File: src/verilog/mips_pkg.sv
package mips_pkg;

    // one instruction word in three field layouts
    typedef union packed {
        struct packed {
            logic [5:0] opcode;
            logic [4:0] rs;
            logic [4:0] rt;
            logic [4:0] rd;
            logic [4:0] sa;
            logic [5:0] funct;
        } r_fmt;
        struct packed {
            logic [5:0]  opcode;
            logic [4:0]  rs;
            logic [4:0]  rt;
            logic [15:0] imm16;
        } i_fmt;
        struct packed {
            logic [5:0]  opcode;
            logic [25:0] instr_index;
        } j_fmt;
    } instr_t;

    // alu_op bit positions
    localparam int ALU_ADD  = 11;
    localparam int ALU_SUB  = 10;
    localparam int ALU_SLT  = 9;
    localparam int ALU_SLTU = 8;
    localparam int ALU_AND  = 7;
    localparam int ALU_NOR  = 6;
    localparam int ALU_OR   = 5;
    localparam int ALU_XOR  = 4;
    localparam int ALU_SLL  = 3;
    localparam int ALU_SRL  = 2;
    localparam int ALU_SRA  = 1;
    localparam int ALU_LUI  = 0;

    // br_op bit positions
    localparam int BR_BEQ    = 11;
    localparam int BR_BNE    = 10;
    localparam int BR_BGEZ   = 9;
    localparam int BR_BGTZ   = 8;
    localparam int BR_BLEZ   = 7;
    localparam int BR_BLTZ   = 6;
    localparam int BR_BGEZAL = 5;
    localparam int BR_BLTZAL = 4;
    localparam int BR_J      = 3;
    localparam int BR_JAL    = 2;
    localparam int BR_JR     = 1;
    localparam int BR_JALR   = 0;

    // operand select bit positions
    localparam int SRC1_RS    = 0;
    localparam int SRC1_PC    = 1;
    localparam int SRC1_SA    = 2;
    localparam int SRC2_RT    = 0;
    localparam int SRC2_SIMM  = 1;
    localparam int SRC2_EIGHT = 2;
    localparam int SRC2_ZIMM  = 3;

    localparam logic [31:0] RESET_PC = 32'h0000_0000;
    localparam logic [4:0]  LINK_REG = 5'd31;

    // core_ctrl states
    localparam logic [1:0] ST_FETCH = 2'd0;
    localparam logic [1:0] ST_EXEC  = 2'd1;
    localparam logic [1:0] ST_MEM   = 2'd2;
    localparam logic [1:0] ST_WB    = 2'd3;

endpackage

File: src/verilog/inst_decoder.sv
`timescale 1ns/1ps

module inst_decoder
    import mips_pkg::*;
(
    input  instr_t      inst_i,
    output logic [11:0] alu_op_o,
    output logic [2:0]  sel_alu_src1_o,
    output logic [3:0]  sel_alu_src2_o,
    output logic [11:0] br_op_o,
    output logic        data_ram_en_o,
    output logic [3:0]  data_ram_wen_o,
    output logic        rf_we_o,
    output logic [4:0]  rf_waddr_o,
    output logic        sel_rf_res_o,
    output logic        halt_o
);

    logic [5:0] opcode;
    logic [5:0] funct;
    logic [4:0] rt;
    logic       special;
    logic       regimm;

    logic inst_add, inst_addu, inst_sub, inst_subu, inst_slt, inst_sltu;
    logic inst_and, inst_or, inst_xor, inst_nor;
    logic inst_sll, inst_srl, inst_sra, inst_sllv, inst_srlv, inst_srav;
    logic inst_addi, inst_addiu, inst_slti, inst_sltiu;
    logic inst_andi, inst_ori, inst_xori, inst_lui, inst_lw, inst_sw;
    logic inst_beq, inst_bne, inst_bgez, inst_bgtz, inst_blez, inst_bltz;
    logic inst_bgezal, inst_bltzal, inst_j, inst_jal, inst_jr, inst_jalr;
    logic inst_break;

    logic r_alu;
    logic shift_fix;
    logic i_simm;
    logic i_zimm;
    logic link;

    assign opcode  = inst_i.j_fmt.opcode;
    assign funct   = inst_i.r_fmt.funct;
    assign rt      = inst_i.i_fmt.rt;
    assign special = (opcode == 6'b00_0000);
    assign regimm  = (opcode == 6'b00_0001);

    assign inst_add    = special & (funct == 6'b10_0000);
    assign inst_addu   = special & (funct == 6'b10_0001);
    assign inst_sub    = special & (funct == 6'b10_0010);
    assign inst_subu   = special & (funct == 6'b10_0011);
    assign inst_and    = special & (funct == 6'b10_0100);
    assign inst_or     = special & (funct == 6'b10_0101);
    assign inst_xor    = special & (funct == 6'b10_0110);
    assign inst_nor    = special & (funct == 6'b10_0111);
    assign inst_slt    = special & (funct == 6'b10_1010);
    assign inst_sltu   = special & (funct == 6'b10_1011);
    assign inst_sll    = special & (funct == 6'b00_0000);
    assign inst_srl    = special & (funct == 6'b00_0010);
    assign inst_sra    = special & (funct == 6'b00_0011);
    assign inst_sllv   = special & (funct == 6'b00_0100);
    assign inst_srlv   = special & (funct == 6'b00_0110);
    assign inst_srav   = special & (funct == 6'b00_0111);
    assign inst_jr     = special & (funct == 6'b00_1000);
    assign inst_jalr   = special & (funct == 6'b00_1001);
    assign inst_break  = special & (funct == 6'b00_1101);

    assign inst_bltz   = regimm & (rt == 5'b0_0000);
    assign inst_bgez   = regimm & (rt == 5'b0_0001);
    assign inst_bltzal = regimm & (rt == 5'b1_0000);
    assign inst_bgezal = regimm & (rt == 5'b1_0001);

    assign inst_j      = (opcode == 6'b00_0010);
    assign inst_jal    = (opcode == 6'b00_0011);
    assign inst_beq    = (opcode == 6'b00_0100);
    assign inst_bne    = (opcode == 6'b00_0101);
    assign inst_blez   = (opcode == 6'b00_0110);
    assign inst_bgtz   = (opcode == 6'b00_0111);
    assign inst_addi   = (opcode == 6'b00_1000);
    assign inst_addiu  = (opcode == 6'b00_1001);
    assign inst_slti   = (opcode == 6'b00_1010);
    assign inst_sltiu  = (opcode == 6'b00_1011);
    assign inst_andi   = (opcode == 6'b00_1100);
    assign inst_ori    = (opcode == 6'b00_1101);
    assign inst_xori   = (opcode == 6'b00_1110);
    assign inst_lui    = (opcode == 6'b00_1111);
    assign inst_lw     = (opcode == 6'b10_0011);
    assign inst_sw     = (opcode == 6'b10_1011);

    // instruction groups sharing operand routing
    assign shift_fix = inst_sll | inst_srl | inst_sra;
    assign r_alu     = inst_add | inst_addu | inst_sub | inst_subu | inst_slt | inst_sltu
                     | inst_and | inst_or | inst_xor | inst_nor
                     | inst_sllv | inst_srlv | inst_srav | shift_fix;
    assign i_simm    = inst_addi | inst_addiu | inst_slti | inst_sltiu
                     | inst_lw | inst_sw | inst_lui;
    assign i_zimm    = inst_andi | inst_ori | inst_xori;
    assign link      = inst_jal | inst_bgezal | inst_bltzal | inst_jalr;

    assign sel_alu_src1_o[SRC1_RS] = (r_alu & ~shift_fix) | (i_simm & ~inst_lui) | i_zimm;
    assign sel_alu_src1_o[SRC1_PC] = link;
    assign sel_alu_src1_o[SRC1_SA] = shift_fix;

    assign sel_alu_src2_o[SRC2_RT]    = r_alu;
    assign sel_alu_src2_o[SRC2_SIMM]  = i_simm;
    assign sel_alu_src2_o[SRC2_EIGHT] = link;
    assign sel_alu_src2_o[SRC2_ZIMM]  = i_zimm;

    // link address is pc plus 8 through the adder
    assign alu_op_o[ALU_ADD]  = inst_add | inst_addu | inst_addi | inst_addiu
                              | inst_lw | inst_sw | link;
    assign alu_op_o[ALU_SUB]  = inst_sub | inst_subu;
    assign alu_op_o[ALU_SLT]  = inst_slt | inst_slti;
    assign alu_op_o[ALU_SLTU] = inst_sltu | inst_sltiu;
    assign alu_op_o[ALU_AND]  = inst_and | inst_andi;
    assign alu_op_o[ALU_NOR]  = inst_nor;
    assign alu_op_o[ALU_OR]   = inst_or | inst_ori;
    assign alu_op_o[ALU_XOR]  = inst_xor | inst_xori;
    assign alu_op_o[ALU_SLL]  = inst_sll | inst_sllv;
    assign alu_op_o[ALU_SRL]  = inst_srl | inst_srlv;
    assign alu_op_o[ALU_SRA]  = inst_sra | inst_srav;
    assign alu_op_o[ALU_LUI]  = inst_lui;

    assign br_op_o = {inst_beq, inst_bne, inst_bgez, inst_bgtz, inst_blez, inst_bltz,
                      inst_bgezal, inst_bltzal, inst_j, inst_jal, inst_jr, inst_jalr};

    assign data_ram_en_o  = inst_lw | inst_sw;
    assign data_ram_wen_o = {4{inst_sw}};

    assign rf_we_o    = r_alu | (i_simm & ~inst_sw) | i_zimm | link;
    // jalr links into rd and the other links into r31
    assign rf_waddr_o = ({5{r_alu | inst_jalr}} & inst_i.r_fmt.rd)
                      | ({5{(i_simm & ~inst_sw) | i_zimm}} & rt)
                      | ({5{inst_jal | inst_bgezal | inst_bltzal}} & LINK_REG);

    assign sel_rf_res_o = inst_lw;
    assign halt_o       = inst_break;

endmodule

File: src/verilog/regfile.sv
`timescale 1ns/1ps

module regfile (
    input  logic        clk_i,
    input  logic        arst_n_i,
    input  logic [4:0]  raddr1_i,
    input  logic [4:0]  raddr2_i,
    input  logic        we_i,
    input  logic [4:0]  waddr_i,
    input  logic [31:0] wdata_i,
    output logic [31:0] rdata1_o,
    output logic [31:0] rdata2_o
);

    logic [31:0] regs [32];

    always_ff @(posedge clk_i or negedge arst_n_i) begin
        if (!arst_n_i) begin
            for (int i = 0; i < 32; i++) begin
                regs[i] <= 32'd0;
            end
        end else if (we_i && (waddr_i != 5'd0)) begin
            regs[waddr_i] <= wdata_i;
        end
    end

    // r0 reads as zero
    assign rdata1_o = (raddr1_i == 5'd0) ? 32'd0 : regs[raddr1_i];
    assign rdata2_o = (raddr2_i == 5'd0) ? 32'd0 : regs[raddr2_i];

endmodule

File: src/verilog/alu.sv
`timescale 1ns/1ps

module alu
    import mips_pkg::*;
(
    input  logic [11:0] alu_op_i,
    input  logic [2:0]  sel_src1_i,
    input  logic [3:0]  sel_src2_i,
    input  instr_t      inst_i,
    input  logic [31:0] pc_i,
    input  logic [31:0] rs_val_i,
    input  logic [31:0] rt_val_i,
    output logic [31:0] result_o
);

    logic [31:0] op1;
    logic [31:0] op2;
    logic [15:0] imm;
    logic [4:0]  shamt;

    assign imm = inst_i.i_fmt.imm16;

    assign op1 = ({32{sel_src1_i[SRC1_RS]}} & rs_val_i)
               | ({32{sel_src1_i[SRC1_PC]}} & pc_i)
               | ({32{sel_src1_i[SRC1_SA]}} & {27'd0, inst_i.r_fmt.sa});

    assign op2 = ({32{sel_src2_i[SRC2_RT]}}    & rt_val_i)
               | ({32{sel_src2_i[SRC2_SIMM]}}  & {{16{imm[15]}}, imm})
               | ({32{sel_src2_i[SRC2_EIGHT]}} & 32'd8)
               | ({32{sel_src2_i[SRC2_ZIMM]}}  & {16'd0, imm});

    // shift amount comes from sa or low bits of rs
    assign shamt = op1[4:0];

    assign result_o = ({32{alu_op_i[ALU_ADD]}}  & (op1 + op2))
                    | ({32{alu_op_i[ALU_SUB]}}  & (op1 - op2))
                    | ({32{alu_op_i[ALU_SLT]}}  & {31'd0, $signed(op1) < $signed(op2)})
                    | ({32{alu_op_i[ALU_SLTU]}} & {31'd0, op1 < op2})
                    | ({32{alu_op_i[ALU_AND]}}  & (op1 & op2))
                    | ({32{alu_op_i[ALU_NOR]}}  & ~(op1 | op2))
                    | ({32{alu_op_i[ALU_OR]}}   & (op1 | op2))
                    | ({32{alu_op_i[ALU_XOR]}}  & (op1 ^ op2))
                    | ({32{alu_op_i[ALU_SLL]}}  & (op2 << shamt))
                    | ({32{alu_op_i[ALU_SRL]}}  & (op2 >> shamt))
                    | ({32{alu_op_i[ALU_SRA]}}  & 32'($signed(op2) >>> shamt))
                    | ({32{alu_op_i[ALU_LUI]}}  & {op2[15:0], 16'd0});

endmodule

File: src/verilog/branch_unit.sv
`timescale 1ns/1ps

module branch_unit
    import mips_pkg::*;
(
    input  logic [11:0] br_op_i,
    input  instr_t      inst_i,
    input  logic [31:0] npc_i,
    input  logic [31:0] rs_val_i,
    input  logic [31:0] rt_val_i,
    output logic        taken_o,
    output logic [31:0] target_o
);

    logic        eq;
    logic        neg;
    logic        zero;
    logic        cond_br;
    logic        cond_taken;
    logic        jump_abs;
    logic [15:0] imm;

    assign imm  = inst_i.i_fmt.imm16;
    assign eq   = (rs_val_i == rt_val_i);
    assign neg  = rs_val_i[31];
    assign zero = (rs_val_i == 32'd0);

    assign cond_br  = |br_op_i[BR_BEQ:BR_BLTZAL];
    assign jump_abs = br_op_i[BR_J] | br_op_i[BR_JAL];

    assign cond_taken = (br_op_i[BR_BEQ] & eq)
                      | (br_op_i[BR_BNE] & ~eq)
                      | ((br_op_i[BR_BGEZ] | br_op_i[BR_BGEZAL]) & ~neg)
                      | (br_op_i[BR_BGTZ] & ~neg & ~zero)
                      | (br_op_i[BR_BLEZ] & (neg | zero))
                      | ((br_op_i[BR_BLTZ] | br_op_i[BR_BLTZAL]) & neg);

    // jumps are always taken
    assign taken_o = cond_taken | (|br_op_i[BR_J:BR_JALR]);

    // relative to the delay slot address
    assign target_o = ({32{cond_br}}  & (npc_i + {{14{imm[15]}}, imm, 2'b00}))
                    | ({32{jump_abs}} & {npc_i[31:28], inst_i.j_fmt.instr_index, 2'b00})
                    | ({32{br_op_i[BR_JR] | br_op_i[BR_JALR]}} & rs_val_i);

endmodule

File: src/verilog/core_ctrl.sv
`timescale 1ns/1ps

module core_ctrl
    import mips_pkg::*;
(
    input  logic        clk_i,
    input  logic        arst_n_i,
    output logic        wb_cyc_o,
    output logic        wb_stb_o,
    output logic        wb_we_o,
    output logic [31:0] wb_adr_o,
    output logic [31:0] wb_dat_o,
    output logic [3:0]  wb_sel_o,
    input  logic [31:0] wb_dat_i,
    input  logic        wb_ack_i,
    input  logic        data_ram_en_i,
    input  logic [3:0]  data_ram_wen_i,
    input  logic        rf_we_i,
    input  logic [4:0]  rf_waddr_i,
    input  logic        sel_rf_res_i,
    input  logic        halt_i,
    input  logic [31:0] alu_res_i,
    input  logic        br_taken_i,
    input  logic [31:0] br_target_i,
    input  logic [31:0] rt_val_i,
    output instr_t      inst_o,
    output logic [31:0] pc_o,
    output logic [31:0] npc_o,
    output logic        rf_we_o,
    output logic [4:0]  rf_waddr_o,
    output logic [31:0] rf_wdata_o,
    output logic        halted_o
);

    logic [1:0]  state_q;
    logic [31:0] ld_data_q;

    always_ff @(posedge clk_i or negedge arst_n_i) begin
        if (!arst_n_i) begin
            state_q  <= ST_FETCH;
            wb_cyc_o <= 1'b0;
            wb_we_o  <= 1'b0;
            halted_o <= 1'b0;
            pc_o     <= RESET_PC;
            npc_o    <= RESET_PC + 32'd4;
        end else begin
            case (state_q)
                ST_FETCH: begin
                    // only the first fetch after reset is issued here
                    if (!wb_cyc_o) begin
                        wb_cyc_o <= ~halted_o;
                    end else if (wb_ack_i) begin
                        wb_cyc_o <= 1'b0;
                        state_q  <= ST_EXEC;
                    end
                end
                ST_EXEC: begin
                    if (data_ram_en_i) begin
                        wb_cyc_o <= 1'b1;
                        wb_we_o  <= |data_ram_wen_i;
                        state_q  <= ST_MEM;
                    end else begin
                        state_q <= ST_WB;
                    end
                end
                ST_MEM: begin
                    if (wb_ack_i) begin
                        wb_cyc_o <= 1'b0;
                        wb_we_o  <= 1'b0;
                        state_q  <= ST_WB;
                    end
                end
                default: begin
                    // pc follows npc one instruction late for the delay slot
                    pc_o     <= npc_o;
                    npc_o    <= br_taken_i ? br_target_i : npc_o + 32'd4;
                    halted_o <= halt_i;
                    wb_cyc_o <= ~halt_i;
                    state_q  <= ST_FETCH;
                end
            endcase
        end
    end

    always_ff @(posedge clk_i) begin
        if ((state_q == ST_FETCH) && wb_cyc_o && wb_ack_i) begin
            inst_o <= wb_dat_i;
        end
        if ((state_q == ST_MEM) && wb_ack_i) begin
            ld_data_q <= wb_dat_i;
        end
    end

    assign wb_stb_o = wb_cyc_o;
    assign wb_adr_o = (state_q == ST_MEM) ? alu_res_i : pc_o;
    assign wb_dat_o = rt_val_i;
    assign wb_sel_o = wb_we_o ? data_ram_wen_i : 4'b1111;

    assign rf_we_o    = (state_q == ST_WB) & rf_we_i;
    assign rf_waddr_o = rf_waddr_i;
    assign rf_wdata_o = sel_rf_res_i ? ld_data_q : alu_res_i;

endmodule

File: src/verilog/mips_core.sv
`timescale 1ns/1ps

module mips_core
    import mips_pkg::*;
(
    input  logic        clk_i,
    input  logic        arst_n_i,
    output logic        wb_cyc_o,
    output logic        wb_stb_o,
    output logic        wb_we_o,
    output logic [31:0] wb_adr_o,
    output logic [31:0] wb_dat_o,
    output logic [3:0]  wb_sel_o,
    input  logic [31:0] wb_dat_i,
    input  logic        wb_ack_i,
    output logic        halted_o
);

    instr_t      inst;
    logic [31:0] pc;
    logic [31:0] npc;
    logic [11:0] alu_op;
    logic [2:0]  sel_src1;
    logic [3:0]  sel_src2;
    logic [11:0] br_op;
    logic        data_ram_en;
    logic [3:0]  data_ram_wen;
    logic        dec_rf_we;
    logic [4:0]  dec_rf_waddr;
    logic        sel_rf_res;
    logic        halt;
    logic [31:0] rs_val;
    logic [31:0] rt_val;
    logic [31:0] alu_res;
    logic        br_taken;
    logic [31:0] br_target;
    logic        rf_we;
    logic [4:0]  rf_waddr;
    logic [31:0] rf_wdata;

    core_ctrl u_core_ctrl (
        .clk_i          (clk_i),
        .arst_n_i       (arst_n_i),
        .wb_cyc_o       (wb_cyc_o),
        .wb_stb_o       (wb_stb_o),
        .wb_we_o        (wb_we_o),
        .wb_adr_o       (wb_adr_o),
        .wb_dat_o       (wb_dat_o),
        .wb_sel_o       (wb_sel_o),
        .wb_dat_i       (wb_dat_i),
        .wb_ack_i       (wb_ack_i),
        .data_ram_en_i  (data_ram_en),
        .data_ram_wen_i (data_ram_wen),
        .rf_we_i        (dec_rf_we),
        .rf_waddr_i     (dec_rf_waddr),
        .sel_rf_res_i   (sel_rf_res),
        .halt_i         (halt),
        .alu_res_i      (alu_res),
        .br_taken_i     (br_taken),
        .br_target_i    (br_target),
        .rt_val_i       (rt_val),
        .inst_o         (inst),
        .pc_o           (pc),
        .npc_o          (npc),
        .rf_we_o        (rf_we),
        .rf_waddr_o     (rf_waddr),
        .rf_wdata_o     (rf_wdata),
        .halted_o       (halted_o)
    );

    inst_decoder u_inst_decoder (
        .inst_i         (inst),
        .alu_op_o       (alu_op),
        .sel_alu_src1_o (sel_src1),
        .sel_alu_src2_o (sel_src2),
        .br_op_o        (br_op),
        .data_ram_en_o  (data_ram_en),
        .data_ram_wen_o (data_ram_wen),
        .rf_we_o        (dec_rf_we),
        .rf_waddr_o     (dec_rf_waddr),
        .sel_rf_res_o   (sel_rf_res),
        .halt_o         (halt)
    );

    regfile u_regfile (
        .clk_i    (clk_i),
        .arst_n_i (arst_n_i),
        .raddr1_i (inst.r_fmt.rs),
        .raddr2_i (inst.r_fmt.rt),
        .we_i     (rf_we),
        .waddr_i  (rf_waddr),
        .wdata_i  (rf_wdata),
        .rdata1_o (rs_val),
        .rdata2_o (rt_val)
    );

    alu u_alu (
        .alu_op_i   (alu_op),
        .sel_src1_i (sel_src1),
        .sel_src2_i (sel_src2),
        .inst_i     (inst),
        .pc_i       (pc),
        .rs_val_i   (rs_val),
        .rt_val_i   (rt_val),
        .result_o   (alu_res)
    );

    branch_unit u_branch_unit (
        .br_op_i  (br_op),
        .inst_i   (inst),
        .npc_i    (npc),
        .rs_val_i (rs_val),
        .rt_val_i (rt_val),
        .taken_o  (br_taken),
        .target_o (br_target)
    );

endmodule

File: config.mk
export PLATFORM = sky130hd
export DESIGN_NAME = mips_core
export DESIGN_NICKNAME = d
export VERILOG_FILES = /design/src/verilog/mips_pkg.sv /design/src/verilog/inst_decoder.sv /design/src/verilog/regfile.sv /design/src/verilog/alu.sv /design/src/verilog/branch_unit.sv /design/src/verilog/core_ctrl.sv /design/src/verilog/mips_core.sv
export SDC_FILE = /design/constraint.sdc
export NUM_CORES = 2
export LEC_CHECK = 0
export ABC_AREA = 1
export BUFFER_PORTS_ARGS = -buffer_cell sky130_fd_sc_hd__buf_4
export CORE_UTILIZATION = 27
export DETAILED_ROUTE_END_ITERATION = 6
export GPL_ROUTABILITY_DRIVEN = 0
export PLACE_DENSITY = 0.4
export SLEW_MARGIN = 20
export SYNTH_ARGS = -nofsm -noshare
export SYNTH_HDL_FRONTEND = slang
export SYNTH_SLANG_ARGS = --single-unit
File: constraint.sdc
create_clock -name clk_i -period 4.82 [get_ports clk_i]
set_input_delay 0.482 -clock clk_i [delete_from_list [all_inputs] [get_ports clk_i]]
set_output_delay 0.482 -clock clk_i [all_outputs]
set_load 0.03 [all_outputs]
==> summary.md <==
| Metric | Value |
|---|---|
| Status | finished with violations |
| Failing checks | setup timing |
| Via count | between 90,000 and 100k |
| CP max stage cell | edfxtp_1 |
| Max-Cap Viols | 0 |
| Final period util | 128% |
| Ys Warns | 0 |
| Reg2reg end | u_regfile.regs[440] |
| Worst skew pair latency | a little under 0.9 ns |
| DP Cell Count | between 15,000 and 20,000 |
| Final hold slack | approximately 0.11 ns |
| Syn Nets | 12,700 |
| Post-synth top flop | dfrtp_1 |
| CP max FO | 16 |
| Vias in the first global route | roughly 90,000 |
| CTS Buf Count | roughly 160 |
| Reg2Reg Depth | 37 |
| Worst slew pin tran | 1.12 ns |
| Cells after Synth | about 13,000 |
| Final Hold Viols | 0 |
| Fraction of registers with async set/reset | between 90% and 100% |
| Share of cells above drive strength 1 | just under 20% |
| Flop2flop setup slack | -0.76 ns |
| Largest net degree at the start of global routing | about 110 |
| Root Buffer | clkbuf_16 |
| PortBufs | around 110 |
| Nets@finish | ~14,000 |
| Drt drc | 0 |
| Yosys reg bits | ~1,200 |
| Synth Area per Inst | between 6 and 7 um^2 |
| Crit path capture type | primary output |
| Die X | roughly 550 um |
| Max IR drop VDD | 0.000249 V |
| Fill cells | around 32,000 |
| Clock power frac | 36.0% |
| H-Tree Depth | 4 |
| Register area share after synthesis | 36.4% |
| Detailed Place HPWL | 332 mm |
| Crit Path Class | reg2out |
| Distinct cells, synth | 64 |
| # setup viols final | 1,009 |
| Reg clk slew, reported paths | around 0.060 ns |
| Standard-cell rows | 200 |
| Worst Path Arrival | 5.69 ns |
| EDFF count, synth | 64 |
| Non-filler cells, final | around 18,000 |
| Cell area after synthesis | 0.0804 mm^2 |
| Worst Setup SP | u_core_ctrl.inst_o[22] |
| R2r startpoint | u_core_ctrl.inst_o[17] |
| Flop pwr share | 31.2% |
| WP depth | 34 |
| CP required | 4.34 ns |
| Startpoint types | flip-flop |
| Crit-path leading delay family | buffers and inverters |
| Die H | approximately 550 um |
| Area delta synth->final | 32.5% |
| Avg WL per Cell | approximately 30 um |
| Comb pwr share | about a third |
| Top cell by count, worst path | buf_4 |
| Int Pwr | 0.0211 W |
| Initial Util | between 20% and 30% |
| TritonCTS clock tree | done |
| Worst path max stage delay | 0.48 ns |
| Io pins | approximately 110 |
| Grt ovf | 0 |
| First-pass GRT wire length | 714 mm |
| Minimum clock period | ~6.2 ns |
| Slew headroom | 25.0% |
| Via density | between 5 and 6 |
| DRT iter0 DRCs | around 14,000 |
| CP endpoint | wb_adr_o[7] |
| CTS max path bufs | 4 |
| P_sw | 0.0128 W |
| Initial antenna violation count | 41 |
| WL final | between 500 and 600 mm |
| LEAKAGE | ~53 nW |
| Sw Ratio | ~38% |
| Worst path bufs/invs | 12 |
| Hold/Removal Path Class | in2reg |
| RSZ-0062 raised after global routing | yes |
| Clock Sinks | about 1,200 |
| PwrDens | between 300 and 400 mW/mm^2 |
| Clock Skews | approximately 0.064 ns |
| Area of the die | ~0.3 mm^2 |
| Core Region | around 0.30 mm^2 |
| Total track usage | between 30% and 40% |
| Slew Viols, Final | 0 |
| Routed Antenna Nets | 0 |
| Fmax | around 160 MHz |
| DRT Pass-1 Iters | 7 |
| Setup ws final | -1.35 ns |
| Setup tns final | -326.00 ns |
==> layer usage <==
| metal | vias up | track usage (%) | wire length, um |
|---|---|---|---|
| met5 | - | 0 | 56 |
| met1 | 47800 | 46.2 | 219000 |
| met3 | 1123 | 7.27 | 56100 |
| met4 | 8 | 16.2 | 28800 |
| met2 | 6169 | 48.2 | 214000 |
| li1 | 42500 | - | - |
==> synth_stat cells, types with 11 or more instances <==
master	count	area, um^2
a31oi_1	35	219
o211ai_1	87	653
o221ai_1	27	236
dfrtp_1	1092	27300
buf_2	431	2160
o21ai_1	72	360
nand3_1	2294	11500
inv_2	45	169
edfxtp_1	64	1920
o22ai_1	44	275
nand2_1	5126	19200
buf_1	149	559
clkbuf_1	364	1370
inv_1	646	2420
a21oi_2	22	193
or2_2	49	307
xor2_1	57	499
nand4_1	114	713
nor3_1	30	150
buf_4	64	480
a221oi_1	21	184
o21ai_0	510	2550
a21o_1	11	82.6
nor2_1	518	1940
a21oi_1	389	1950
nor2_2	26	163
ha_1	131	1640
==> kinds of logic after synthesis <==
group | share of synthesized area, %
fa+ha+maj | 2.11
buf+inv | 9.09
flops | 36.4
simple gates | 42.7
compound gates | 9.02
xor+xnor | 0.664
==> flip-flops by register name, summed over array words and instances, names as in the netlist <==
register	flops
u_regfile.regs	1024
u_core_ctrl.inst_o	32
u_core_ctrl.ld_data_q	32
u_core_ctrl.npc_o	32
u_core_ctrl.pc_o	32
u_core_ctrl.state_q	2
u_core_ctrl.halted_o	1
u_core_ctrl.wb_cyc_o	1
u_core_ctrl.wb_we_o	1
==> placed cells by master (no fill, tap or decap), types with 33 or more instances in the layout <==
cell type and count:
nand2_1 5020, nand3_1 2221, buf_4 1335, dfrtp_1 1092
inv_1 597, nor2_1 462, o21ai_0 417, a21oi_1 309
buf_12 203, clkbuf_16 179, o21ai_1 123, nand4_1 114
ha_1 102, nand2_2 92, o211ai_1 87, inv_2 86
buf_6 84, a21oi_2 71, nand3_2 66, edfxtp_1 64
xor2_1 57, nor2_4 51, or2_2 48, buf_16 40
clkbuf_1 35, o21ai_2 34, nor2_2 34, dlygate4sd3_1 33
==> metrics by stage <==
stage / utilization (%) / total power, W / cell area [um^2] / setup WS [ns]
global placement: 32.0 / 0.0202 / 95000 / -1.22
floorplan: - / 0.0153 / 80500 / 0.0102
CTS: 35.0 / 0.0332 / 104000 / -1.38
detailed placement: 32.0 / 0.0202 / 95000 / -1.30
global route: 35.9 / 0.0349 / 107000 / -1.48
finish: 35.9 / 0.0339 / 107000 / -1.35
==> worst min-delay path, stage by stage <==
cell and delay (ns):
buf_4 0.11, nor2_1 0.05, inv_1 0.06, nand2_1 0.08, nand2_1 0.06, o21ai_0 0.08
==> final cells by class <==
| type | instances | area (um^2) | area share, % |
|---|---|---|---|
| Multi-Input combinational cell | 9679 | 46800 | 43.9 |
| Inverter | 700 | 2730 | 2.56 |
| Clock inverter | 55 | 537 | 0.504 |
| Sequential cell | 1157 | 29300 | 27.5 |
| Tap cell | 3939 | 4930 | 4.62 |
| Antenna cell | 17 | 42.5 | 0.0399 |
| Clock buffer | 224 | 4570 | 4.29 |
| Timing Repair inverter | 3 | 80.1 | 0.0751 |
| Timing Repair Buffer | 1747 | 17600 | 16.5 |
==> how the worst min path moves through the flow <==
stage	slack [ns]	endpoint	from	cells past startpoint
finish	0.11	u_core_ctrl.wb_cyc_o	wb_ack_i	6
global route	0.13	u_core_ctrl.wb_cyc_o	wb_ack_i	6
CTS	0.05	u_core_ctrl.wb_cyc_o	wb_ack_i	6
detailed placement	0.39	u_regfile.regs[1000]	u_regfile.regs[1000]	0
global placement	0.38	u_regfile.regs[1009]	u_regfile.regs[1009]	0
floorplan	0.19	u_core_ctrl.halted_o	arst_n_i	0
==> power groups by stage <==
stage	Clock (W)	Sequential, W	Combinational (W)
6_report	0.0122	0.0106	0.0111
3_5_place_dp	0	0.0107	0.00949
4_1_cts	0.0123	0.0106	0.0103
3_3_place_gp	0	0.0107	0.00950
2_1_floorplan	0	0.0106	0.00470
5_1_grt	0.0127	0.0106	0.0116
==> what timing repair did <==
item                                   4_1_cts  5_1_grt
buffers inserted                            77       73
cloned                                      26       16
endpoints found under the hold margin       99        0
pin swaps                                   79      180
setup endpoints to repair                 1056     1056
hold buffers                                33        0
gates resized for setup                    487      460
Power figures use the tool's default switching activity.
